[config.mk]
export PLATFORM = sky130hd
export DESIGN_NAME = jump_unit
export DESIGN_NICKNAME = d
export VERILOG_FILES = /design/src/verilog/fetch_pkg.sv /design/src/verilog/jump_unit.sv
export SDC_FILE = /design/constraint.sdc
export NUM_CORES = 1
export LEC_CHECK = 0
export BUFFER_PORTS_ARGS = -buffer_cell sky130_fd_sc_hd__buf_2
export CORE_ASPECT_RATIO = 0.75
export CORE_MARGIN = 1.5
export CORE_UTILIZATION = 53
export DETAILED_ROUTE_END_ITERATION = 10
export GPL_ROUTABILITY_DRIVEN = 1
export PLACE_DENSITY_LB_ADDON = 0.3
export SLEW_MARGIN = 20
export SYNTH_ARGS = -nofsm -noshare
export SYNTH_HDL_FRONTEND = slang
export SYNTH_SLANG_ARGS = --single-unit
[constraint.sdc]
create_clock -name clk -period 8.7 [get_ports clk]
set_clock_uncertainty 0.2 [all_clocks]
set_input_delay 0.435 -clock clk [delete_from_list [all_inputs] [get_ports clk]]
set_output_delay 0.435 -clock clk [all_outputs]
set_load 0.03 [all_outputs]
[src/verilog/fetch_pkg.sv]
// fetch front end definitions
package fetch_pkg;

  // ==================================================
  // widths and types
  // ==================================================

  // byte address, also the program counter
  typedef logic [63:0] addr_t;

  // one instruction memory word, two instructions wide
  typedef logic [63:0] word_t;

  typedef logic [31:0] inst_t;

  // read response code on the data channel
  typedef logic [1:0] resp_t;

  localparam resp_t RESP_OKAY = 2'b00;

  // ==================================================
  // fetch unit
  // ==================================================

  localparam addr_t RESET_PC = 64'h8000_0000;

  // read machine, one outstanding read at most
  typedef enum logic {
    ST_IDLE,
    ST_WAIT_DATA
  } fetch_state_e;

  // ==================================================
  // instruction memory
  // ==================================================

  // depth in 64-bit words, as a power of two
  localparam int ROM_DEPTH_LOG2 = 8;

  typedef logic [ROM_DEPTH_LOG2-1:0] rom_idx_t;

  // cycles from address accept to rvalid
  localparam int ROM_LATENCY = 2;

  typedef logic [$clog2(ROM_LATENCY+1)-1:0] lat_cnt_t;

  // ==================================================
  // jump detection
  // ==================================================

  localparam logic [6:0] OPC_JAL = 7'b1101111;

endpackage

[src/verilog/jump_unit.sv]
// if/id register and jal redirect
`timescale 1ns/1ps

module jump_unit (
  input  logic               clk,
  input  logic               rst_n,

  // from the fetch unit
  input  logic               commit_i,
  input  fetch_pkg::inst_t   inst_i,
  input  fetch_pkg::addr_t   pc_i,

  input  logic               stall_i,

  // register contents for the decode stage
  output logic               valid_o,
  output fetch_pkg::inst_t   inst_o,
  output fetch_pkg::addr_t   pc_o,

  // redirect back to the fetch unit
  output logic               jump_o,
  output fetch_pkg::addr_t   jump_target_o
);

  logic             valid_q;
  fetch_pkg::inst_t inst_q;
  fetch_pkg::addr_t pc_q;

  // entry loaded on the last edge
  logic             first_q;

  logic             is_jal;
  fetch_pkg::addr_t jal_imm;

  // ==================================================
  // if/id register
  // ==================================================

  always_ff @(posedge clk) begin
    if (rst_n) begin
      valid_q <= 1'b0;
    end else if (stall_i) begin
      valid_q <= valid_q;
    end else begin
      // valid only for the cycle after a commit
      valid_q <= commit_i;
    end
  end

  always_ff @(posedge clk) begin
    if (commit_i && !stall_i) begin
      inst_q <= inst_i;
      pc_q   <= pc_i;
    end
  end

  // redirect pulse goes out once per entry, stall or not
  always_ff @(posedge clk) begin
    if (rst_n) begin
      first_q <= 1'b0;
    end else begin
      first_q <= commit_i && !stall_i;
    end
  end

  // ==================================================
  // jal detection
  // ==================================================

  assign is_jal = (inst_q[6:0] == fetch_pkg::OPC_JAL);

  // j-type immediate, sign extended
  assign jal_imm = {
    {44{inst_q[31]}},
    inst_q[19:12],
    inst_q[20],
    inst_q[30:21],
    1'b0
  };

  assign jump_o        = valid_q && first_q && is_jal;
  assign jump_target_o = pc_q + jal_imm;

  assign valid_o = valid_q;
  assign inst_o  = inst_q;
  assign pc_o    = pc_q;

  // fetch does not commit into a stalled stage
  a_no_commit_in_stall: assert property (@(posedge clk) disable iff (rst_n)
    commit_i |-> !stall_i);

endmodule

==> flow_metrics.env, run 1 <==
export IMPL_hold_path_class="primary input to flop"
export IMPL_synthArstFlopShare=0
export IMPL_netlist_cell_type_count=60
export IMPL_critical_path_cell_chain="ha_1 -> fa_1 -> a21o_1 -> a221oi_2 -> a21bo_1 -> o21ba_2 -> o22ai_1 -> o31a_1 -> o21ai_2 -> o21ai_1 -> a31oi_1 -> xnor2_1 -> buf_2"
export IMPL_cts_hold_buf=0
export IMPL_cts_post_setup_buffers_inserted=0
export IMPL_wire_length_of_the_first_global_routing_pass_mm=28.8
export IMPL_clock_latency_ps=350
export IMPL_gp_congestion=0.936
export IMPL_worstMarginPinSlew_ps=764
export IMPL_clockRootBuffer="clkbuf_16"
export IMPL_totalPowerFinal_w=0.00172
export IMPL_vias_per_cell=5.78
export IMPL_worst_hold_slack_ps=39.6
export IMPL_wl_met1_mm=7.90
export IMPL_via_count_of_the_first_global_routing_pass=5768
export IMPL_grt_overflow_total=0
export IMPL_maxSlewHeadroom=0.491
export IMPL_rsz0062_at_grt="false"
export IMPL_ir_drop_uv=138
export IMPL_place_port_buffers=261
export IMPL_numCtsBuffers=9
export IMPL_dpl_hpwl_mm=15.0
export IMPL_critical_path_slowest_cell="fa_1"
export IMPL_worstPathRequired_ps=8070
export IMPL_cts_tree="done"
export IMPL_average_size_of_a_mapped_cell_sq_um=10.7
export IMPL_die_h_um=99
export IMPL_setup_total_negative_slack_ps=0
export IMPL_internal_power_w=0.000992
export IMPL_htreeDepth=3
export IMPL_p_per_area_nw_per_um2=208
export IMPL_drt_drc_violations_left=0
export IMPL_gr_usage_all_layers=0.286
export IMPL_area_growth_synth_to_final_pct=26.9
export IMPL_cts_num_sinks=98
export IMPL_layout_common_cells="buf_2 (261), edfxtp_1 (96), a21oi_1 (75), ha_1 (62), nand2_1 (53)"
export IMPL_finish_instance_area_sq_um=8270
export IMPL_clock_path_buffers=2
export IMPL_final_routed_wire_length_divided_by_cell_count_um=18.0
export IMPL_post_synth_edffs=96
export IMPL_postSynth_topFlopCell="edfxtp_1"
export IMPL_p_leak_nw=3.70
export IMPL_syn_nets=772
export IMPL_setup_reg_to_reg_worst_slack_ps=7910
export IMPL_dr_wl_met3_mm=1.66
export IMPL_grt_max_degree=63
export IMPL_final_nets=1032
export IMPL_sequential_share_of_the_synthesized_area=0.449
export IMPL_arrival_ps=3870
export IMPL_antenna_left=0
export IMPL_postSynthRegisterBits=98
export IMPL_post_route_period_util=0.518
export IMPL_worstSetupStartpointType="flop"
export IMPL_fmaxAchievable_ghz=0.222
export IMPL_critPathKind="flop to primary output"
export IMPL_endpoints_failing_hold=0
export IMPL_initial_utilization=0.553
export IMPL_worst_path_top_cell_family_by_delay="compound AO/OA/AOI/OAI gates"
export IMPL_dieArea_sq_um=13000
export IMPL_synthesis_yosys_warnings=0
export IMPL_core_sq_um=11800
export IMPL_critical_path_buf_inv_count=1
export IMPL_detailedRoute_firstPassIterationCount=6
export IMPL_wl_mm=18.6
export IMPL_maximum_net_fanout_on_the_critical_path=4
export IMPL_routed_top_layer="met4"
export IMPL_insertedDiodeCount=0
export IMPL_proportion_of_layout_cells_with_a_drive_suffix_above_1=0.344
export IMPL_sequentialPowerShare=0.334
export IMPL_met2RoutedLength_mm=8.65
export IMPL_post_synth_instance_area_sq_um=6510
export IMPL_setup_violations=0
export IMPL_portion_of_synthesized_cell_area_occupied_by_the_leading_cell_type=0.443
export IMPL_layout_cells_most_common="buf_2"
export IMPL_row_count=34
export IMPL_first_iter_violations=435
export IMPL_clk_transition_reported_paths_ps=80
export IMPL_min_period_ps=4510
export IMPL_slowest_cell_delay_on_critical_path_ps=420
export IMPL_cap_violations=0
export IMPL_place_detailed_instances=1020
export IMPL_antenna_found_initial=0
export IMPL_total_switching_power_w=0.000724
export IMPL_synth_largest_area_cell="edfxtp_1"
export IMPL_portion_of_total_power_attributed_to_the_clock_network=0.229
export IMPL_outcome="finished, final reports clean"
export IMPL_route_vias_total=5991
export IMPL_netlist_top_cells_area="edfxtp_1 (44%), ha_1 (12%), a21oi_1 (5.8%)"
export IMPL_syn_inst=609
export IMPL_final_max_slew_viol_count=0
export IMPL_final_cell_count_no_fill=1036
export IMPL_dieWidth_um=131
export IMPL_count_of_cells_resized_by_post_cts_repair=0
export IMPL_boundaryPins=262
export IMPL_power_switching_share=0.422
export IMPL_combPwrFrac=0.437
export IMPL_endpoint_kind="primary output"
export IMPL_place_area_sq_um=7980
## routing by layer
layer / vias up / global-route usage
li1: 2837 / -
met1: 2808 / 0.379
met2: 308 / 0.464
met3: 38 / 0.0689
met4: 0 / 0.0904
met5: - / 0
## synth_stat cells, types with 2 or more instances
library cell,count
a21oi_1,75
o211ai_1,2
o31ai_1,2
a21o_1,35
o21ai_2,6
mux2i_1,2
nor2_1,34
nor4_1,2
o22ai_1,2
or3_1,5
nor2b_1,8
nand4_1,14
nand3_1,5
and2_1,3
o21a_1,5
and3_1,7
nand2_1,53
o21bai_1,11
nand2b_1,6
a2111oi_2,2
o21ai_0,30
nor3_1,8
xnor2_1,33
ha_1,62
a31oi_1,9
edfxtp_1,96
nand3b_1,2
a211oi_1,3
a21boi_0,2
inv_1,10
xor2_1,26
dfxtp_1,2
a211oi_2,2
a2111oi_4,2
o21ai_1,7
clkbuf_1,12
## state kept, by name, summed over array words and instances (netlist names)
| name | count |
|---|---|
| pc_o | 64 |
| first_q | 1 |
| valid_o | 1 |
| inst_o | 32 |
## worst paths after layout
kind              startpoint           endpoint  cells past startpoint
hold reg to reg      valid_o            valid_o                      2
hold / removal         rst_n            valid_o                      2
setup reg to reg     valid_o            valid_o                      2
setup / recovery  inst_o[21]  jump_target_o[55]                     13
## cells by family after synthesis
family                     after synthesis  synth area share
AOI/OAI and AO/OA                      212             0.222
xor gates and xnor gates                59            0.0793
adders and majority gates               63             0.122
buffers and inverters                   24            0.0146
DFF                                     98             0.449
muxes                                    2           0.00307
and+or+nand+nor                        151             0.110
## layout make-up
cell class | instances | area, sq um
Inverter | 10 | 38.8
Tap cell | 162 | 203
Fill cell | 891 | 3520
Clock buffer | 10 | 229
Sequential cell | 98 | 2920
Clock inverter | 6 | 56.3
Timing Repair Buffer | 263 | 1320
Multi-Input combinational cell | 487 | 3490
## power groups by stage
| stage | Sequential (W) | Clock [W] | Combinational, W |
|---|---|---|---|
| finish | 0.000574 | 0.000392 | 0.000751 |
| global route | 0.000578 | 0.000413 | 0.000802 |
| CTS | 0.000574 | 0.000401 | 0.000747 |
| detailed placement | 0.000584 | 0 | 0.000743 |
| global placement | 0.000583 | 0 | 0.000734 |
| floorplan | 0.000646 | 0 | 0.000471 |
## through the flow
stage	utilization	worst slack, ps
detailed placement	0.677	4560
floorplan	-	4060
global route	0.701	3870
CTS	0.701	4170
finish	0.701	4190
global placement	0.677	4570
(Power assumes the default switching activity.)
==> run 2, diff against run 1 <==
- CORE_UTILIZATION: 53 -> 45
- clock period: 8.7 -> 4.1 ns (I/O delays scaled with it)
==> flow_metrics.env, run 2 (synthesis gave the netlist of run 1 again) <==
export IMPL_min_period_ps=3980
export IMPL_cap_violations=0
export IMPL_worstPathRequired_ps=3690
export IMPL_detailedRoute_firstPassIterationCount=5
export IMPL_cts_num_sinks=98
export IMPL_die_h_um=107
export IMPL_clock_path_buffers=2
export IMPL_worstMarginPinSlew_ps=854
export IMPL_finish_instance_area_sq_um=9760
export IMPL_p_leak_nw=4.26
export IMPL_antenna_found_initial=1
export IMPL_area_growth_synth_to_final_pct=49.8
export IMPL_dieArea_sq_um=15200
export IMPL_drt_drc_violations_left=0
export IMPL_wl_met1_mm=8.97
export IMPL_p_per_area_nw_per_um2=395
export IMPL_place_port_buffers=261
export IMPL_endpoints_failing_hold=0
export IMPL_via_count_of_the_first_global_routing_pass=6081
export IMPL_arrival_ps=3570
export IMPL_worstSetupStartpointType="flop"
export IMPL_gr_usage_all_layers=0.256
export IMPL_fill_count=1006
export IMPL_layout_common_cells="buf_2 (254), dlygate4sd3_1 (99), edfxtp_1 (96), a21oi_1 (71), ha_1 (55)"
export IMPL_final_max_slew_viol_count=0
export IMPL_hold_path_class="primary input to flop"
export IMPL_final_nets=1152
export IMPL_clk_transition_reported_paths_ps=80
export IMPL_maximum_net_fanout_on_the_critical_path=4
export IMPL_wl_mm=20.7
export IMPL_endpoint_kind="primary output"
export IMPL_route_vias_total=6385
export IMPL_layout_cells_most_common="buf_2"
export IMPL_final_core_util=0.700
export IMPL_setup_total_negative_slack_ps=0
export IMPL_numCtsBuffers=9
export IMPL_post_route_period_util=0.970
export IMPL_first_iter_violations=362
export IMPL_vias_per_cell=5.36
export IMPL_row_count=37
export IMPL_core_sq_um=13900
export IMPL_ir_drop_uv=263
export IMPL_total_area_of_multi_input_combinational_cells_sq_um=3750
export IMPL_fmaxAchievable_ghz=0.252
export IMPL_sequential_cell_area_sq_um=2920
export IMPL_maxSlewHeadroom=0.431
export IMPL_dr_wl_met3_mm=1.69
export IMPL_rsz0062_at_grt="true"
export IMPL_proportion_of_layout_cells_with_a_drive_suffix_above_1=0.350
export IMPL_outcome="finished, final reports clean"
export IMPL_wire_length_of_the_first_global_routing_pass_mm=30.5
export IMPL_placement_setup_slack_ps=259
export IMPL_dpl_hpwl_mm=13.9
export IMPL_met2RoutedLength_mm=9.58
export IMPL_largest_register_ffs=64
export IMPL_setup_violations=0
export IMPL_clock_latency_ps=350
export IMPL_routed_top_layer="met4"
export IMPL_initial_utilization=0.467
export IMPL_finalWorstSetupSlack_ps=124
export IMPL_setup_reg_to_reg_worst_slack_ps=2730
export IMPL_htreeDepth=3
export IMPL_final_routed_wire_length_divided_by_cell_count_um=17.3
export IMPL_grt_overflow_total=0
export IMPL_grt_max_degree=97
export IMPL_cts_tree="done"
export IMPL_gp_congestion=0.942
export IMPL_boundaryPins=262
export IMPL_dieWidth_um=142
export IMPL_antenna_left=0
export IMPL_place_area_sq_um=8110
export IMPL_critPathKind="flop to primary output"
export IMPL_clockRootBuffer="clkbuf_16"
run 2: changes by cell type in the layout (fill, tap and decap cells not counted), sizes merged:
cell / change
dlygate4sd3: +99
inv: +2
diode: +2
clkinvlp: -1
clkinv: -1
buf: +21
run 2: timing repair:
item | 4_1_cts | 5_1_grt
pin swaps | 3 | 26
setup buffers | 0 | 15
endpoints found under the hold margin | 98 | 0
cloned | 0 | 0
hold buffers | 99 | 0
resized for setup | 3 | 53
setup endpoints to repair | 7 | 17
run 2: routing by layer:
layer | up-vias | GRT usage
li1 | 3085 | -
met3 | 35 | 0.0630
met2 | 291 | 0.406
met4 | 0 | 0.0751
met1 | 2974 | 0.348
met5 | - | 0
run 2: worst paths after layout:
| path | start | endpoint | depth (start not counted) |
|---|---|---|---|
| max | pc_o[9] | jump_target_o[58] | 13 |
| min | stall_i | first_q | 3 |
| max reg2reg | valid_o | valid_o | 3 |
| min reg2reg | valid_o | valid_o | 3 |
run 2: power breakdown:
group	switching (W)	internal, W	leakage (nW)
registers	0.0000424	0.00118	0.917
clock network	0.000421	0.000428	0.140
logic	0.00115	0.000640	3.20
total	0.00161	0.00224	4.26
run 2: metrics by stage:
| stage | std cells | total power (W) | hold slack, ps |
|---|---|---|---|
| 2_1_floorplan | 609 | 0.00238 | 74.1 |
| 3_3_place_gp | 1059 | 0.00282 | 179 |
| 3_5_place_dp | 1059 | 0.00283 | 183 |
| 4_1_cts | 1174 | 0.00376 | 6.08 |
| 5_1_grt | 1191 | 0.00403 | 90.8 |
| 6_report | 1191 | 0.00386 | 82.9 |
run 2: critical path, stage by stage (launching register included):
cell and delay (ps):
edfxtp_1 470, ha_4 330, nand4_1 170, nor4b_4 370
o21ai_4 130, a211oi_2 320, a2111oi_4 50, buf_4 170
o21ai_4 230, a31oi_4 160, o21ai_2 270, a21oi_1 120
xnor2_1 210, buf_2 230
run 2: cell type report:
cell class | count | area share
inverters | 10 | 0.00436
repair buffers | 383 | 0.257
multi-input cells | 487 | 0.384
diodes | 2 | 0.000513
clock inverters | 6 | 0.00564
flip-flops and latches | 98 | 0.300
clock buffers | 10 | 0.0235
well taps | 195 | 0.0250
==> run 3, diff against run 2 <==
- ABC_AREA: default -> 1
- CORE_UTILIZATION: 45 -> 48
- CTS_CLUSTER_SIZE: default -> 25
==> flow_metrics.env, run 3 <==
export IMPL_hold_depth=3
export IMPL_first_iter_violations=918
export IMPL_proportion_of_layout_cells_with_a_drive_suffix_above_1=0.187
export IMPL_arrival_ps=3070
export IMPL_setup_reg_to_reg_worst_slack_ps=2770
export IMPL_netlist_top_cells_area="edfxtp_1 (33%), nand2_1 (25%), inv_1 (13%)"
export IMPL_worstMarginPinSlew_ps=881
export IMPL_wl_met1_mm=14.1
export IMPL_clockRootBuffer="clkbuf_16"
export IMPL_post_route_period_util=0.848
export IMPL_ir_drop_uv=279
export IMPL_postSynth_topFlopCell="edfxtp_1"
export IMPL_hold_path_class="primary input to flop"
export IMPL_post_synth_instance_area_sq_um=8740
export IMPL_dieWidth_um=159
export IMPL_worstPathRequired_ps=3690
export IMPL_critPathKind="flop to primary output"
export IMPL_drt_drc_violations_left=0
export IMPL_maxSlewHeadroom=0.413
export IMPL_clock_path_buffers=2
export IMPL_synthArstFlopShare=0
export IMPL_p_per_area_nw_per_um2=342
export IMPL_gr_usage_all_layers=0.308
export IMPL_grt_max_degree=98
export IMPL_worstSetupStartpointType="flop"
export IMPL_wire_length_of_the_first_global_routing_pass_mm=45.6
export IMPL_place_port_buffers=261
export IMPL_met2RoutedLength_mm=12.1
export IMPL_synthesis_yosys_warnings=0
export IMPL_fmaxAchievable_ghz=0.288
export IMPL_sequential_share_of_the_synthesized_area=0.335
export IMPL_synth_most_common_cell="nand2_1"
export IMPL_layout_cells_most_common="nand2_1"
export IMPL_wl_mm=29.2
export IMPL_insertedDiodeCount=0
export IMPL_maximum_net_fanout_on_the_critical_path=45
export IMPL_setup_violations=0
export IMPL_initial_utilization=0.493
export IMPL_grt_overflow_total=0
export IMPL_endpoints_failing_hold=0
export IMPL_cts_post_setup_buffers_inserted=0
export IMPL_cap_violations=0
export IMPL_reg2reg_depth=3
export IMPL_syn_nets=1522
export IMPL_average_size_of_a_mapped_cell_sq_um=6.43
export IMPL_antenna_left=0
export IMPL_outcome="finished, final reports clean"
export IMPL_detailedRoute_firstPassIterationCount=6
export IMPL_dpl_hpwl_mm=22.8
export IMPL_routed_top_layer="met4"
export IMPL_netlist_cell_type_count=24
export IMPL_row_count=42
export IMPL_via_count_of_the_first_global_routing_pass=8893
export IMPL_core_sq_um=17700
export IMPL_synth_largest_area_cell="edfxtp_1"
export IMPL_gp_congestion=0.952
export IMPL_final_nets=1893
export IMPL_final_routed_wire_length_divided_by_cell_count_um=14.8
export IMPL_post_synth_edffs=96
export IMPL_vias_per_cell=4.83
export IMPL_setup_total_negative_slack_ps=0
export IMPL_min_period_ps=3480
export IMPL_final_core_util=0.658
export IMPL_clk_transition_reported_paths_ps=80
export IMPL_dieArea_sq_um=19000
export IMPL_endpoint_kind="primary output"
export IMPL_area_growth_synth_to_final_pct=33.5
export IMPL_syn_inst=1359
export IMPL_p_leak_nw=6.68
export IMPL_route_vias_total=9551
export IMPL_layout_common_cells="nand2_1 (585), inv_1 (302), buf_2 (261), nor2_1 (104), dlygate4sd3_1 (98)"
export IMPL_largest_register_ffs=64
export IMPL_final_max_slew_viol_count=0
export IMPL_numCtsBuffers=9
export IMPL_postSynthRegisterBits=98
export IMPL_cts_num_sinks=98
export IMPL_antenna_found_initial=0
export IMPL_rsz0062_at_grt="false"
export IMPL_htreeDepth=3
export IMPL_cts_tree="done"
export IMPL_count_of_cells_resized_by_post_cts_repair=0
export IMPL_boundaryPins=262
export IMPL_dr_wl_met3_mm=2.60
export IMPL_post_synth_most_frequent_cells="nand2_1 (585), inv_1 (302), nor2_1 (105)"
export IMPL_portion_of_synthesized_cell_area_occupied_by_the_leading_cell_type=0.330
export IMPL_die_h_um=120
export IMPL_clock_latency_ps=360
-- run 3: changes by cell type in the layout (fill, tap and decap cells not counted), moves of 27 or more --
cell | before | now
buf_4 | 27 | 0
nor2_1 | 34 | 104
a21o_1 | 35 | 0
inv_1 | 9 | 302
xnor2_1 | 32 | 1
nand2_1 | 52 | 585
nand3_1 | 5 | 52
a21oi_1 | 71 | 41
-- run 3: metal layers --
layer  up-vias  track usage
met5         -            0
met4         0       0.0554
met3        23       0.0667
met2       391        0.469
met1      4269        0.451
li1       4868            -
-- run 3: stage by stage --
stage	total power, W	instance area (sq um)	hold slack, ps	worst slack (ps)	instances
after detailed placement	0.00303	10400	183	1160	1863
after global routing	0.00421	11700	343	539	1977
after CTS	0.00397	11700	341	759	1977
after global placement	0.00302	10400	181	1150	1863
after floorplan	0.00248	8740	74.1	733	1359
final	0.00399	11700	344	623	1977
-- run 3: cell type report --
| class | instances | area, sq um |
|---|---|---|
| sequential | 98 | 2920 |
| fill | 1639 | 6050 |
| clock inverter | 7 | 78.8 |
| tap | 242 | 303 |
| timing repair buffer | 361 | 2320 |
| clock buffer | 9 | 225 |
| inverter | 306 | 1150 |
| multi-input combinational | 954 | 4660 |
-- run 3: logic make-up (layout without fill, tap and decap cells) --
logic type | after synthesis | after routing | synth area share
AOI/OAI and AO/OA | 49 | 49 | 0.0298
xor gates and xnor gates | 32 | 32 | 0.0321
adders and majority gates | 63 | 63 | 0.0911
buffers and inverters | 307 | 683 | 0.132
DFF | 98 | 98 | 0.335
and+or+nand+nor | 810 | 810 | 0.380
-- run 3: timing repair --
action                     4_1_cts  5_1_grt
hold buffers                    98        0
hold endpoints to repair        98        0
setup endpoints to repair        0        0
-- run 3: worst paths after layout --
kind	end	startpoint
hold / removal	first_q	rst_n
setup reg to reg	valid_o	valid_o
setup / recovery	jump_target_o[30]	inst_o[31]
hold reg to reg	valid_o	valid_o
-- run 3: power breakdown --
part	switching, W	internal, W	total [W]
sequential	0.0000404	0.00118	0.00122
clock	0.000438	0.000434	0.000872
combinational	0.00133	0.000571	0.00190
-- run 3: worst max-delay path, stage by stage, from the launching register on --
cell and delay (ps):
edfxtp_1 420, buf_12 220, ha_1 480, nand2_2 150, nor2_2 170, inv_2 60
nor2_1 250, a21oi_1 130, nand2_2 160, xor2_1 380, buf_2 280
