===== src/verilog/fetch_pkg.sv =====
// fetch front end definitions
package fetch_pkg;

  // ==================================================
  // widths and types
  // ==================================================

  // byte address, also the program counter
  typedef logic [63:0] addr_t;

  // one instruction memory word, two instructions wide
  typedef logic [63:0] word_t;

  typedef logic [31:0] inst_t;

  // read response code on the data channel
  typedef logic [1:0] resp_t;

  localparam resp_t RESP_OKAY = 2'b00;

  // ==================================================
  // fetch unit
  // ==================================================

  localparam addr_t RESET_PC = 64'h8000_0000;

  // read machine, one outstanding read at most
  typedef enum logic {
    ST_IDLE,
    ST_WAIT_DATA
  } fetch_state_e;

  // ==================================================
  // instruction memory
  // ==================================================

  // depth in 64-bit words, as a power of two
  localparam int ROM_DEPTH_LOG2 = 8;

  typedef logic [ROM_DEPTH_LOG2-1:0] rom_idx_t;

  // cycles from address accept to rvalid
  localparam int ROM_LATENCY = 2;

  typedef logic [$clog2(ROM_LATENCY+1)-1:0] lat_cnt_t;

  // ==================================================
  // jump detection
  // ==================================================

  localparam logic [6:0] OPC_JAL = 7'b1101111;

endpackage


===== src/verilog/axi_rd_if.sv =====
// read channel interface
`timescale 1ns/1ps

interface axi_rd_if;

  // read address channel
  logic               arvalid;
  logic               arready;
  fetch_pkg::addr_t   araddr;

  // read data channel, single beat per address
  logic               rvalid;
  logic               rready;
  fetch_pkg::word_t   rdata;
  fetch_pkg::resp_t   rresp;

  // fetch unit side
  modport master (
    output arvalid,
    output araddr,
    output rready,
    input  arready,
    input  rvalid,
    input  rdata,
    input  rresp
  );

  // memory side
  modport slave (
    input  arvalid,
    input  araddr,
    input  rready,
    output arready,
    output rvalid,
    output rdata,
    output rresp
  );

endinterface


===== src/verilog/ifu.sv =====
// instruction fetch unit
`timescale 1ns/1ps

module ifu (
  input  logic               clk,
  input  logic               rst_n,

  // redirect from the jump unit
  input  logic               jump_i,
  input  fetch_pkg::addr_t   jump_target_i,

  // back-pressure from the next stage
  input  logic               stall_i,

  axi_rd_if.master           mem,

  // one pulse per committed instruction
  output logic               commit_o,
  output fetch_pkg::inst_t   inst_o,
  output fetch_pkg::addr_t   inst_pc_o
);

  fetch_pkg::fetch_state_e state_q;
  fetch_pkg::fetch_state_e state_d;

  fetch_pkg::addr_t pc_q;

  // last read response, kept for inspection only
  fetch_pkg::resp_t resp_q;

  logic ar_fire;
  logic r_fire;

  // ==================================================
  // handshakes
  // ==================================================

  assign ar_fire = mem.arvalid && mem.arready;

  // no data taken while the next stage is stalled
  assign mem.rready = (state_q == fetch_pkg::ST_WAIT_DATA) && !stall_i;

  assign r_fire = mem.rready && mem.rvalid;

  // ==================================================
  // read state machine
  // ==================================================

  always_comb begin
    state_d = state_q;
    unique case (state_q)
      fetch_pkg::ST_IDLE: begin
        if (ar_fire) begin
          state_d = fetch_pkg::ST_WAIT_DATA;
        end
      end
      fetch_pkg::ST_WAIT_DATA: begin
        if (r_fire) begin
          state_d = fetch_pkg::ST_IDLE;
        end
      end
      default: begin
        state_d = fetch_pkg::ST_IDLE;
      end
    endcase
  end

  always_ff @(posedge clk) begin
    if (rst_n) begin
      state_q     <= fetch_pkg::ST_IDLE;
      // address request already up right out of reset
      mem.arvalid <= 1'b1;
    end else begin
      state_q     <= state_d;
      mem.arvalid <= (state_d == fetch_pkg::ST_IDLE);
    end
  end

  // ==================================================
  // program counter
  // ==================================================

  always_ff @(posedge clk) begin
    if (rst_n) begin
      pc_q <= fetch_pkg::RESET_PC;
    end else if (jump_i) begin
      pc_q <= jump_target_i;
    end else if (r_fire) begin
      pc_q <= pc_q + 64'd4;
    end
  end

  always_ff @(posedge clk) begin
    if (rst_n) begin
      resp_q <= fetch_pkg::RESP_OKAY;
    end else if (r_fire) begin
      resp_q <= mem.rresp;
    end
  end

  // redirect takes effect on the bus in the same cycle
  assign mem.araddr = jump_i ? jump_target_i : pc_q;

  // ==================================================
  // commit
  // ==================================================

  assign commit_o  = r_fire;
  // bit 2 picks the half of the 64-bit word
  assign inst_o    = pc_q[2] ? mem.rdata[63:32] : mem.rdata[31:0];
  assign inst_pc_o = pc_q;

  // redirect only arrives between reads
  a_jump_idle: assert property (@(posedge clk) disable iff (rst_n)
    jump_i |-> state_q == fetch_pkg::ST_IDLE);

  a_ar_r_exclusive: assert property (@(posedge clk) disable iff (rst_n)
    !(mem.arvalid && mem.rready));

  // memory never answers with an error
  a_resp_okay: assert property (@(posedge clk) disable iff (rst_n)
    resp_q == fetch_pkg::RESP_OKAY);

endmodule


===== src/flat_wrapper.sv =====
// flat-port wrapper written by rule: the top's interface ports become plain ports
module ifu_flat 
  (clk, rst_n, jump_i, jump_target_i, stall_i, commit_o, inst_o, inst_pc_o, mem_arvalid, mem_araddr, mem_rready, mem_arready, mem_rvalid, mem_rdata, mem_rresp);
  axi_rd_if mem_i ();
  input  logic clk;
  input  logic rst_n;
  input  logic jump_i;
  input  fetch_pkg::addr_t jump_target_i;
  input  logic stall_i;
  output logic commit_o;
  output fetch_pkg::inst_t inst_o;
  output fetch_pkg::addr_t inst_pc_o;
  output wire logic [$bits(mem_i.arvalid)-1:0] mem_arvalid;
  output wire logic [$bits(mem_i.araddr)-1:0] mem_araddr;
  output wire logic [$bits(mem_i.rready)-1:0] mem_rready;
  input wire logic [$bits(mem_i.arready)-1:0] mem_arready;
  input wire logic [$bits(mem_i.rvalid)-1:0] mem_rvalid;
  input wire logic [$bits(mem_i.rdata)-1:0] mem_rdata;
  input wire logic [$bits(mem_i.rresp)-1:0] mem_rresp;
  assign mem_arvalid = mem_i.arvalid;
  assign mem_araddr = mem_i.araddr;
  assign mem_rready = mem_i.rready;
  assign mem_i.arready = mem_arready;
  assign mem_i.rvalid = mem_rvalid;
  assign mem_i.rdata = mem_rdata;
  assign mem_i.rresp = mem_rresp;
  ifu u_core (.clk(clk), .rst_n(rst_n), .jump_i(jump_i), .jump_target_i(jump_target_i), .stall_i(stall_i), .mem(mem_i), .commit_o(commit_o), .inst_o(inst_o), .inst_pc_o(inst_pc_o));
endmodule

===== config.mk =====
export PLATFORM = sky130hd
export DESIGN_NAME = ifu_flat
export DESIGN_NICKNAME = d
export VERILOG_FILES = /design/src/verilog/fetch_pkg.sv /design/src/verilog/axi_rd_if.sv /design/src/verilog/ifu.sv /design/src/flat_wrapper.sv
export SDC_FILE = /design/constraint.sdc
export NUM_CORES = 1
export LEC_CHECK = 0
export ABC_AREA = 1
export CAP_MARGIN = 20
export CORE_UTILIZATION = 45
export CTS_CLUSTER_SIZE = 28
export DETAILED_ROUTE_END_ITERATION = 10
export DONT_BUFFER_PORTS = 1
export PLACE_DENSITY = 0.61
export SLEW_MARGIN = 5
export SYNTH_ARGS = -nofsm -noshare
export SYNTH_HDL_FRONTEND = slang
export SYNTH_SLANG_ARGS = --single-unit

===== constraint.sdc =====
create_clock -name clk -period 1.74 [get_ports clk]
set_input_delay 0.348 -clock clk [delete_from_list [all_inputs] [get_ports clk]]
set_output_delay 0.348 -clock clk [all_outputs]
set_load 0.05 [all_outputs]

==> summary.md, run 1 <==
| Metric | Value |
|---|---|
| TritonCTS clock tree | done |
| Die Wd | around 120 um |
| Tot Pwr | 6.74 mW |
| Pwr Density | ~700 nW/um^2 |
| Max-slew violations | 0 |
| Netlist Area Pre-Place | 6360 um^2 |
| Clk sink count | 66 |
| Hold-critical path depth | 1 |
| Detailed Routing Iterations Pass 1 | 5 |
| Top delay family on crit path | simple AND/OR/NAND/NOR gates |
| # fillers | roughly 1,300 |
| Achievable Freq | 0.562 GHz |
| Syn_area_per_cell | a little over 5 um^2 |
| Num ports | between 200 and 300 |
| Synth top area share | a little under a quarter |
| Slew HR | 66.4% |
| WS Path Type | register to register |
| Worst VDD drop | 707 uV |
| Std-Cell Rows | 43 |
| Post-Place Cells | 1,527 |
| R2R Path End | u_core.inst_pc_o[42] |
| Cells after Synth | roughly 1,200 |
| Period utilization | 102% |
| Antenna fix cells | 0 |
| Worst slew pin tran | between 500 and 600 ps |
| Synth top area cells | nand2_1 24%, dfxtp_1 21%, inv_1 11%, nor2_1 9.6%, nand3_1 9.2% |
| Count of unique library cells instantiated by Yosys | 33 |
| FFs w/ async S/R, synth | 0% |
| Main synth FF type | dfxtp_1 |
| DR DRC count | 0 |
| Hold-fix buffers, CTS | 0 |
| Worst-path clk slew | ~60 ps |
| # H-tree levels | 3 |
| Fin nets | 1,512 |
| DRT iter0 DRCs | 862 |
| Initial antenna violation count | 0 |
| IO buf count | 0 |
| Final setup fails | 8 |
| Worst Hold Class | input port to register |
| Die Area | ~15,000 um^2 |
| Hold path start | rst_n |
| Status | finished, violations left |
| Overall Global Routing Usage | approximately 36% |
| RePlAce Congestion | ~0.97 |
| Setup slack after layout | -40.1 ps |
| First-pass GRT wire length | approximately 40,000 um |
| Buf+Inv Stages, Crit Path | 2 |
| Clk buf depth | 2 |
| Seq cells post-synth | 66 |
| Via Count | about 8,500 |
| EDFF count, synth | 0 |
| CTS Buf Count | 9 |
| Vias in the first global route | 7,264 |
| Critical path's slowest cell | dfxtp_4 |
| Critical path data required time | approximately 2000 ps |
| DP Wirelength | 20,900 um |
| Starting Density | a little under half |
| Worst skew pair latency | between 300 and 400 ps |
| Finished Layout Cells | 1,560 |
| Final hold violation count | 0 |
| CP endpoint kind | register |
| Ys Warns | 0 |
| Drt wl/cell | approximately 18 um |
| Min Tclk post-route | 1780 ps |
| Syn_nets | 1,366 |
| Crit Path Max Fanout | 5 |
| Crit path top cell by count | nand2_4 |
| Length in cells of the worst reg-to-reg path | 11 |
| Violated checks | negative setup slack |
| Total grt overflow | 0 |
| Sequential area share after synthesis | about a fifth |
| Core area | about 14,000 um^2 |
| Clock root buffer | clkbuf_16 |
| Largest net degree at the start of global routing | approximately 210 |
| Final core occ | about 70% |
| WL final | approximately 28,000 um |
| Die Ht | 121 um |
| Max Cap Viol | 0 |
| Setup crit start kind | register |
| Antenna Nets Post-Route | 0 |
| Lkg Pwr | 4.79 nW |
| Vias per cell | 5.46 |
| Share of cells above drive strength 1 | between 20 and 30% |
| Worst Path Arrival | between 2000 and 2500 ps |
| Post-synth top area cell | nand2_1 |
| Crit-path max cell delay | 390 ps |
| R2R Setup Slk | -40 ps |
| Layout Skew | slightly below 6 ps |
| Area Overhead vs Synth | 51.4% |
| Crit-path cells | ha_4, nand2_4, nor2_4, nand2_4, nor2_4, buf_12, nand2_4, o21ai_1, nand3_1, nand2_1, inv_1 |
| Hold EP | u_core.inst_pc_o[1] |
| Unrepaired setup endpoints after global routing | yes |
| Reg-to-Reg Start | u_core.inst_pc_o[2] |
stage by stage:
stage | TNS (ps) | instance area, um^2 | setup WS (ps) | hold WS [ps]
floorplan | -1800 | 6620 | -195 | 417
global placement | -7.80 | 8460 | -7.80 | 421
detailed placement | -140 | 8460 | -28.2 | 426
CTS | -14.6 | 9120 | -6.34 | 59.6
global route | -1970 | 9630 | -131 | 61.7
finish | -207 | 9630 | -40.1 | 65.1
synthesized netlist by cell type (2+ instances only):
cell        n
nand2_1   402
inv_1     185
nor2_1    162
nand3_1   117
o21ai_0   105
dfxtp_1    66
a21oi_1    46
clkbuf_1   28
nand4_1    19
buf_2      16
nand2_2    10
o21ai_1    10
a31oi_1     9
buf_1       9
o21bai_1    7
nor2_4      5
o211ai_1    5
inv_2       4
nor3_1      4
nor2_2      3
a41oi_1     2
clkbuf_8    2
nand2_4     2
o221ai_1    2
worst max path at each step:
| stage | from | end | slack, ps | depth (start not counted) |
|---|---|---|---|---|
| after global routing | u_core.inst_pc_o[2] | u_core.inst_pc_o[34] | -130 | 12 |
| final | u_core.inst_pc_o[2] | u_core.inst_pc_o[42] | -40 | 11 |
| after global placement | u_core.inst_pc_o[2] | u_core.inst_pc_o[52] | -8 | 11 |
| after floorplan | jump_i | mem_araddr[47] | -200 | 4 |
| after detailed placement | u_core.inst_pc_o[2] | u_core.inst_pc_o[62] | -30 | 10 |
| after CTS | u_core.inst_pc_o[2] | u_core.inst_pc_o[50] | -6 | 11 |
cell usage in the layout, fill, tap and decap left out, types with 7 or more instances in the layout:
master / count
a21oi_1: 46
a31oi_1: 9
buf_12: 48
buf_4: 107
buf_6: 32
clkbuf_16: 10
dfxtp_1: 43
dfxtp_2: 22
inv_1: 181
nand2_1: 336
nand2_2: 40
nand2_4: 34
nand3_1: 105
nand3_2: 10
nand4_1: 19
nor2_1: 142
nor2_2: 16
nor2_4: 12
o21ai_0: 54
o21ai_1: 21
o21ai_2: 37
o21bai_1: 7
power by group:
group	internal (mW)	switching [mW]	leakage, nW
logic	0.961	2.03	4.09
registers	1.64	0.160	0.554
clock network	1.19	0.757	0.145
layout make-up:
| cell class | instances | area [um^2] | area share [%] |
|---|---|---|---|
| multi-input cells | 917 | 4790 | 49.8 |
| inverters | 190 | 733 | 7.62 |
| repair buffers | 191 | 2220 | 23.1 |
| clock buffers | 12 | 256 | 2.66 |
| well taps | 180 | 225 | 2.34 |
| flip-flops and latches | 66 | 1350 | 14.0 |
| clock inverters | 4 | 50.0 | 0.520 |
cell families after synthesis:
logic type	share of synthesized area (%)
simple gates	47.8
buf+inv	15.3
compound gates	15.8
flops	20.8
xor+xnor	0.138
fa+ha+maj	0.197
what timing repair did:
action	4_1_cts	5_1_grt
setup buffers	4	10
resized for setup	59	121
endpoints found under the setup margin	57	96
gates cloned	3	1
pin swaps	4	29
layer usage:
metal  track usage (%)  vias up  share of wire (%)
met5                 0        -                  0
met4              13.3        0                3.5
met3              9.16       65                 11
met2              58.0      480                 45
met1              47.4     3807                 40
li1                  -     4167                  -
registers in the layout (all words and copies together), names as in the netlist:
register	count
u_core.inst_pc_o	64
u_core.state_q	1
u_core.mem.arvalid	1
(Power assumes the default switching activity.)
==> run 2: changes to the inputs <==
Settings changed: ABC_AREA 1 to unset, CORE_AREA set to 2 2 117 119, CORE_UTILIZATION 45 to unset, DIE_AREA set to 0 0 119 121, PLACE_DENSITY 0.61 to 0.55.
==> summary.md, run 2 <==
| Metric | Value |
|---|---|
| Most frequent cells in the layout | 151 x buf_4, 56 x mux2_4, 53 x nand2_1, 48 x nor2_1, 40 x dfxtp_4 |
| Antenna Nets Post-Route | 0 (unchanged) |
| Seq cells post-synth | 66 (unchanged) |
| Met2 Resource Use GR | 49.4% (-8.5 points) |
| Netlist Area Pre-Place | 4870 um^2 (-23%) |
| Sequential area share after synthesis | 27.1% (+6.4 points) |
| Overall Global Routing Usage | 29.0% (-7.4 points) |
| DRT iter0 DRCs | 352 (-59%) |
| DR DRC count | 0 (unchanged) |
| Cells after Synth | 609 (-50%) |
| Drt wl/cell | 22.7 um (+27%) |
| Met1 Use GR | 36.3% (-11 points) |
| Critical path data required time | 2000 ps (about the same) |
| # H-tree levels | 3 (unchanged) |
| Worst Hold Class | input port to register |
| Design area | 7930 um^2 (-18%) |
| Clk sink count | 66 (unchanged) |
| Largest net degree at the start of global routing | 102 (-52%) |
| Worst-path clk slew | 60 ps (about the same) |
| Worst skew pair latency | 350 ps (about the same) |
| Buf+Inv Stages, Crit Path | 0 (-2) |
| Worst Path Arrival | 2510 ps (+480 ps) |
| Antenna fix cells | 0 (unchanged) |
| Unrepaired setup endpoints after global routing | yes |
| Share of cells above drive strength 1 | 53.2% (+24 points) |
| Commonest non-fill, non-tap cell in the layout | buf_4 |
| Final setup fails | 86 (+78) |
| Worst VDD drop | 543 uV (-23%) |
| Min Tclk post-route | 2250 ps (+470 ps) |
| EDFF count, synth | 0 (unchanged) |
| Met3 Use GR | 7.24% (-1.9 points) |
| Setup slack after layout | -510 ps (-470 ps) |
| RePlAce Congestion | 0.814 (-16%) |
| # fillers | 1,149 (-8.8%) |
| FF+latch area | 1490 um^2 (+9.8%) |
| Synth top area share | 27.1% (+3.4 points) |
| First-pass GRT wire length | 31,900 um (-21%) |
| Die Area | 14,400 um^2 (-1.4%) |
| Final hold violation count | 0 (unchanged) |
| Lkg Pwr | 3.16 nW (-34%) |
| Period utilization | 129% (+27 points) |
| Slew HR | 79.3% (+13 points) |
| Clk buf depth | 2 (unchanged) |
| Die Wd | 119 um (-1.5%) |
| Max-slew violations | 0 (unchanged) |
| Final core occ | 60.6% (-9.0 points) |
| Dpl cell area | 6720 um^2 (-21%) |
| Layout Skew | 10.1 ps (+4.28 ps) |
| Pwr Density | 714 nW/um^2 (+2.0%) |
| Post-Place Cells | 919 (-40%) |
| Finished Layout Cells | 965 (-38%) |
| DP Wirelength | 16,000 um (-24%) |
| TritonCTS clock tree | done |
| WS Path Type | register to register |
| Worst slew pin tran | 308 ps (-195 ps) |
| Dominant cell by count in the synthesized netlist | mux2_2 |
| WHS | 64.5 ps (-0.573 ps) |
| Max reg flops | 64 (unchanged) |
| Critical path's slowest cell | or4b_4 |
| Grt peak-use layer | met2 |
| Clock root buffer | clkbuf_16 |
| Ys Warns | 0 (unchanged) |
| CTS Buf Count | 9 (unchanged) |
| Area occupied by multi-input gates | 3920 um^2 (-18%) |
| Main synth FF type | dfxtp_1 |
| Crit Path Max Fanout | 8 (+3) |
| Synth top area cells | dfxtp_1 27%, mux2_2 18%, nand2_1 4.3%, nor2_1 4.2%, a311oi_1 3.8% |
| Area Overhead vs Synth | 63.0% |
| Achievable Freq | 0.444 GHz (-21%) |
| Initial antenna violation count | 0 (unchanged) |
| CP endpoint kind | register |
| Vias in the first global route | 5,427 (-25%) |
| Top delay family on crit path | simple AND/OR/NAND/NOR gates |
| Crit-path max cell delay | 550 ps (+160 ps) |
| Syn_area_per_cell | 7.99 um^2 (+54%) |
| Syn_nets | 746 (-45%) |
| Vias per cell | 5.87 (+7.6%) |
| Std-Cell Rows | 42 (-2.3%) |
| FFs w/ async S/R, synth | 0% (unchanged) |
| Setup crit start kind | register |
| Post-synth top area cell | dfxtp_1 |
| WL final | 22,000 um (-22%) |
| Fin nets | 921 (-39%) |
| Detailed Routing Iterations Pass 1 | 5 (unchanged) |
| Via Count | 5,669 (-33%) |
| Top cells by count, synth | 77 x mux2_2, 66 x dfxtp_1, 56 x nand2_1 |
| Total grt overflow | 0 (unchanged) |
| Count of unique library cells instantiated by Yosys | 49 (+48%) |
| Core area | 13,100 um^2 (-5.4%) |
| Die Ht | 121 um (+0.11%) |
| Violated checks | negative setup slack |
| IO buf count | 0 (unchanged) |
| Max Cap Viol | 0 (unchanged) |
| Crit-path cells | ha_4, nand4_1, nor4_4, or4b_4, or4_1, a311oi_1 |
| Status | finished, violations left |
| Num ports | 299 (unchanged) |
| Starting Density | 37.2% (-8.8 points) |
[run 2: cell count changes after synthesis, moves of 15 or more]
| cell | change |
|---|---|
| a21oi_1 | -30 |
| nor2_1 | -108 |
| a211oi_1 | +20 |
| o21ai_0 | -76 |
| nand3_1 | -90 |
| nand2_1 | -346 |
| mux2_2 | +77 |
| o31ai_1 | +15 |
| a311oi_1 | +20 |
| or4_1 | +18 |
| inv_1 | -163 |
[run 2: path summary, 6_finish.rpt]
path                        from              endpoint  slack (ps)  depth (start not counted)
max          u_core.inst_pc_o[3]  u_core.inst_pc_o[56]        -510                          6
min reg2reg   u_core.mem.arvalid    u_core.mem.arvalid         610                          2
min                        rst_n  u_core.inst_pc_o[14]          60                          1
max reg2reg  u_core.inst_pc_o[3]  u_core.inst_pc_o[56]        -510                          6
[run 2: area by class of cell]
type,count,area share [%]
Multi-Input combinational cell,479,49.4
Timing Repair Buffer,205,24.4
Clock inverter,2,0.126
Clock buffer,14,3.47
Tap cell,176,2.78
Sequential cell,66,18.7
Inverter,23,1.10
[run 2: stage by stage]
step,TNS [ps],setup WS [ps],power (mW)
after floorplan,-10210,-623,3.34
after global placement,-15850,-542,3.69
after detailed placement,-18500,-649,3.71
after CTS,-21280,-501,5.65
after global routing,-23730,-565,5.84
final,-18080,-510,5.67
[run 2: report_power, final]
group          switching (mW)  leakage, nW  internal, mW
Combinational            1.51         2.44         0.691
Sequential             0.0796        0.575          1.60
Clock                   0.699        0.142          1.09
Total                    2.29         3.16          3.38
[run 2: layer usage]
metal / routed length [um] / vias to the layer above
met5: 0 / -
met4: 421 / 0
met3: 1430 / 25
met2: 10900 / 248
met1: 9210 / 2743
li1: - / 2653
[run 2: cell families after synthesis]
| group | after synthesis | share of synthesized area, % |
|---|---|---|
| compound gates | 126 | 18.0 |
| xor+xnor | 26 | 4.68 |
| fa+ha+maj | 1 | 0.257 |
| buf+inv | 64 | 5.04 |
| flops | 66 | 27.1 |
| mux | 77 | 17.8 |
| simple gates | 249 | 27.0 |
[run 2: timing repair]
action / in CTS / in global routing
gates resized for setup: 93 / 57
gates cloned: 5 / 1
buffers inserted: 18 / 9
hold buffers: 0 / 0
setup endpoints to repair: 95 / 97
pin swaps: 20 / 20
==> run 3: changes to the inputs <==
Settings changed: GPL_TIMING_DRIVEN set to 0.
==> summary.md, run 3 (synthesis results as in run 2) <==
| Metric | Value |
|---|---|
| Status | finished, violations left |
| Violated checks | negative setup slack |
| Achievable Freq | 0.404 GHz (-9.2%) |
| Wl on met1 | 9740 um (+5.7%) |
| Vias in the first global route | 5,486 (+1.1%) |
| Max Cap Viol | 0 (unchanged) |
| Initial antenna violation count | 0 (unchanged) |
| Max-slew violations | 0 (unchanged) |
| Antenna fix cells | 0 (unchanged) |
| # fillers | 1,178 (+2.5%) |
| Total grt overflow | 0 (unchanged) |
| Worst skew pair latency | 350 ps (about the same) |
| Vias per cell | 6.42 (+9.3%) |
| Critical path data required time | 1980 ps (-20 ps) |
| Max reg flops | 64 (unchanged) |
| Setup slack after layout | -738 ps (-228 ps) |
| Period utilization | 142% (+13 points) |
| Hold path start | jump_target_i[3] |
| Fin nets | 830 (-9.9%) |
| # H-tree levels | 3 (unchanged) |
| Crit Path Max Fanout | 6 (-2) |
| WL final | 24,100 um (+9.8%) |
| RePlAce Congestion | 0.909 (+12%) |
| Worst Path Arrival | 2720 ps (+210 ps) |
| Via Count | 5,612 (-1.0%) |
| Tot Pwr | 5.78 mW (+2.0%) |
| R2R Path End | u_core.inst_pc_o[58] |
| TritonCTS clock tree | done |
| Share of cells above drive strength 1 | 50.1% (-3.1 points) |
| FF+latch area | 1530 um^2 (+2.9%) |
| Die Ht | 121 um (unchanged) |
| Core area | 13,100 um^2 (unchanged) |
| Length in cells of the worst reg-to-reg path | 8 (+2) |
| Layout Skew | 11.2 ps (+1.05 ps) |
| Final hold violation count | 0 (unchanged) |
| Final setup fails | 90 (+4.7%) |
| Min Tclk post-route | 2480 ps (+228 ps) |
| Clk buf depth | 2 (unchanged) |
| Overall Global Routing Usage | 31.9% (+2.9 points) |
| Setup TNS Final | -30,770 ps (-12,680 ps) |
| Worst VDD drop | 450 uV (-17%) |
| DP Wirelength | 17,000 um (+6.4%) |
| Largest net degree at the start of global routing | 12 (-88%) |
| Std-Cell Rows | 42 (unchanged) |
| Worst slew pin tran | 921 ps (+613 ps) |
| Hold EP | u_core.inst_pc_o[3] |
| Worst-path clk slew | 60 ps (about the same) |
| Num ports | 299 (unchanged) |
| Highest Signal Layer | met4 |
| Commonest non-fill, non-tap cell in the layout | mux2_4 |
| Die Area | 14,400 um^2 (unchanged) |
| Slew HR | 38.6% (-41 points) |
| CTS Buf Count | 9 (unchanged) |
| Reg-to-Reg Start | u_core.inst_pc_o[3] |
| First-pass GRT wire length | 34,200 um (+7.2%) |
| DRT iter0 DRCs | 402 (+14%) |
| Drt wl/cell | 27.6 um (+21%) |
| Antenna Nets Post-Route | 0 (unchanged) |
| Die Wd | 119 um (unchanged) |
| Clock root buffer | clkbuf_16 |
| Detailed Routing Iterations Pass 1 | 5 (unchanged) |
| Clk sink count | 66 (unchanged) |
| WS Path Type | register to register |
| Most frequent cells in the layout | 73 x mux2_4, 52 x nand2_1, 51 x dfxtp_4, 49 x nor2_1, 40 x buf_4 |
| Pwr Density | 764 nW/um^2 (+7.0%) |
| Setup crit start kind | register |
| Worst Hold Class | input port to register |
| Area Overhead vs Synth | 55.3% |
| Hold-critical path depth | 2 (+1) |
| CP endpoint kind | register |
| IO buf count | 0 (unchanged) |
| DR DRC count | 0 (unchanged) |
| Final core occ | 57.8% (-2.9 points) |
| R2R Setup Slk | -740 ps (-230 ps) |
| Unrepaired setup endpoints after global routing | yes |
| Routed wl met2 | 11,700 um (+7.4%) |
| Lkg Pwr | 2.82 nW (-11%) |
| Starting Density | 37.2% (unchanged) |
| Hold-fix buffers, CTS | 0 (unchanged) |
| Met3 wire length | 2060 um (+45%) |
| Area occupied by multi-input gates | 4300 um^2 (+9.5%) |
[run 3: metal layers]
layer	track usage, %	up-vias
met5	0	-
met4	12.1	0
met3	7.80	41
met2	52.4	325
met1	40.5	2776
li1	-	2470
[run 3: report_power, final]
group          switching (mW)  leakage, nW  internal (mW)
sequential              0.549        0.582           1.60
combinational            1.14         2.09          0.512
clock                   0.735        0.148           1.24
[run 3: repair_timing]
item	CTS	global route
buffers inserted	57	26
setup endpoints to repair	153	130
pin swaps	59	51
gates cloned	3	1
gates resized for setup	200	77
[run 3: stage by stage]
stage	worst slack, ps	instance area (um^2)	hold slack (ps)	std cells
2_1_floorplan	-623	5320	489	609
3_3_place_gp	-1120	5540	498	785
3_5_place_dp	-1090	5540	504	785
4_1_cts	-834	7170	149	859
5_1_grt	-842	7560	162	874
6_report	-738	7560	156	874
[run 3: critical path, cell delays in order (launching register included)]
cell,delay [ps]
dfxtp_4,470
ha_4,170
nand4_1,200
nor4_4,310
buf_4,190
buf_6,80
nand4_1,200
or4_1,460
a311oi_1,280
[run 3: worst max path at each step]
stage / startpoint / endpoint / slack (ps) / cells past startpoint
global placement: u_core.inst_pc_o[3] / u_core.inst_pc_o[40] / -1120 / 6
finish: u_core.inst_pc_o[3] / u_core.inst_pc_o[58] / -740 / 8
global route: u_core.inst_pc_o[3] / u_core.inst_pc_o[60] / -840 / 6
CTS: u_core.inst_pc_o[3] / u_core.inst_pc_o[60] / -830 / 6
floorplan: u_core.inst_pc_o[3] / u_core.inst_pc_o[56] / -620 / 7
detailed placement: u_core.inst_pc_o[3] / u_core.inst_pc_o[40] / -1090 / 6
[run 3: layout make-up]
| cell class | count | area share (%) |
|---|---|---|
| buffer | 39 | 4.53 |
| clock buffer | 9 | 2.98 |
| sequential | 66 | 20.2 |
| tap | 176 | 2.91 |
| timing repair buffer | 75 | 10.3 |
| multi-input combinational | 479 | 56.8 |
| clock inverter | 7 | 1.11 |
| inverter | 23 | 1.14 |
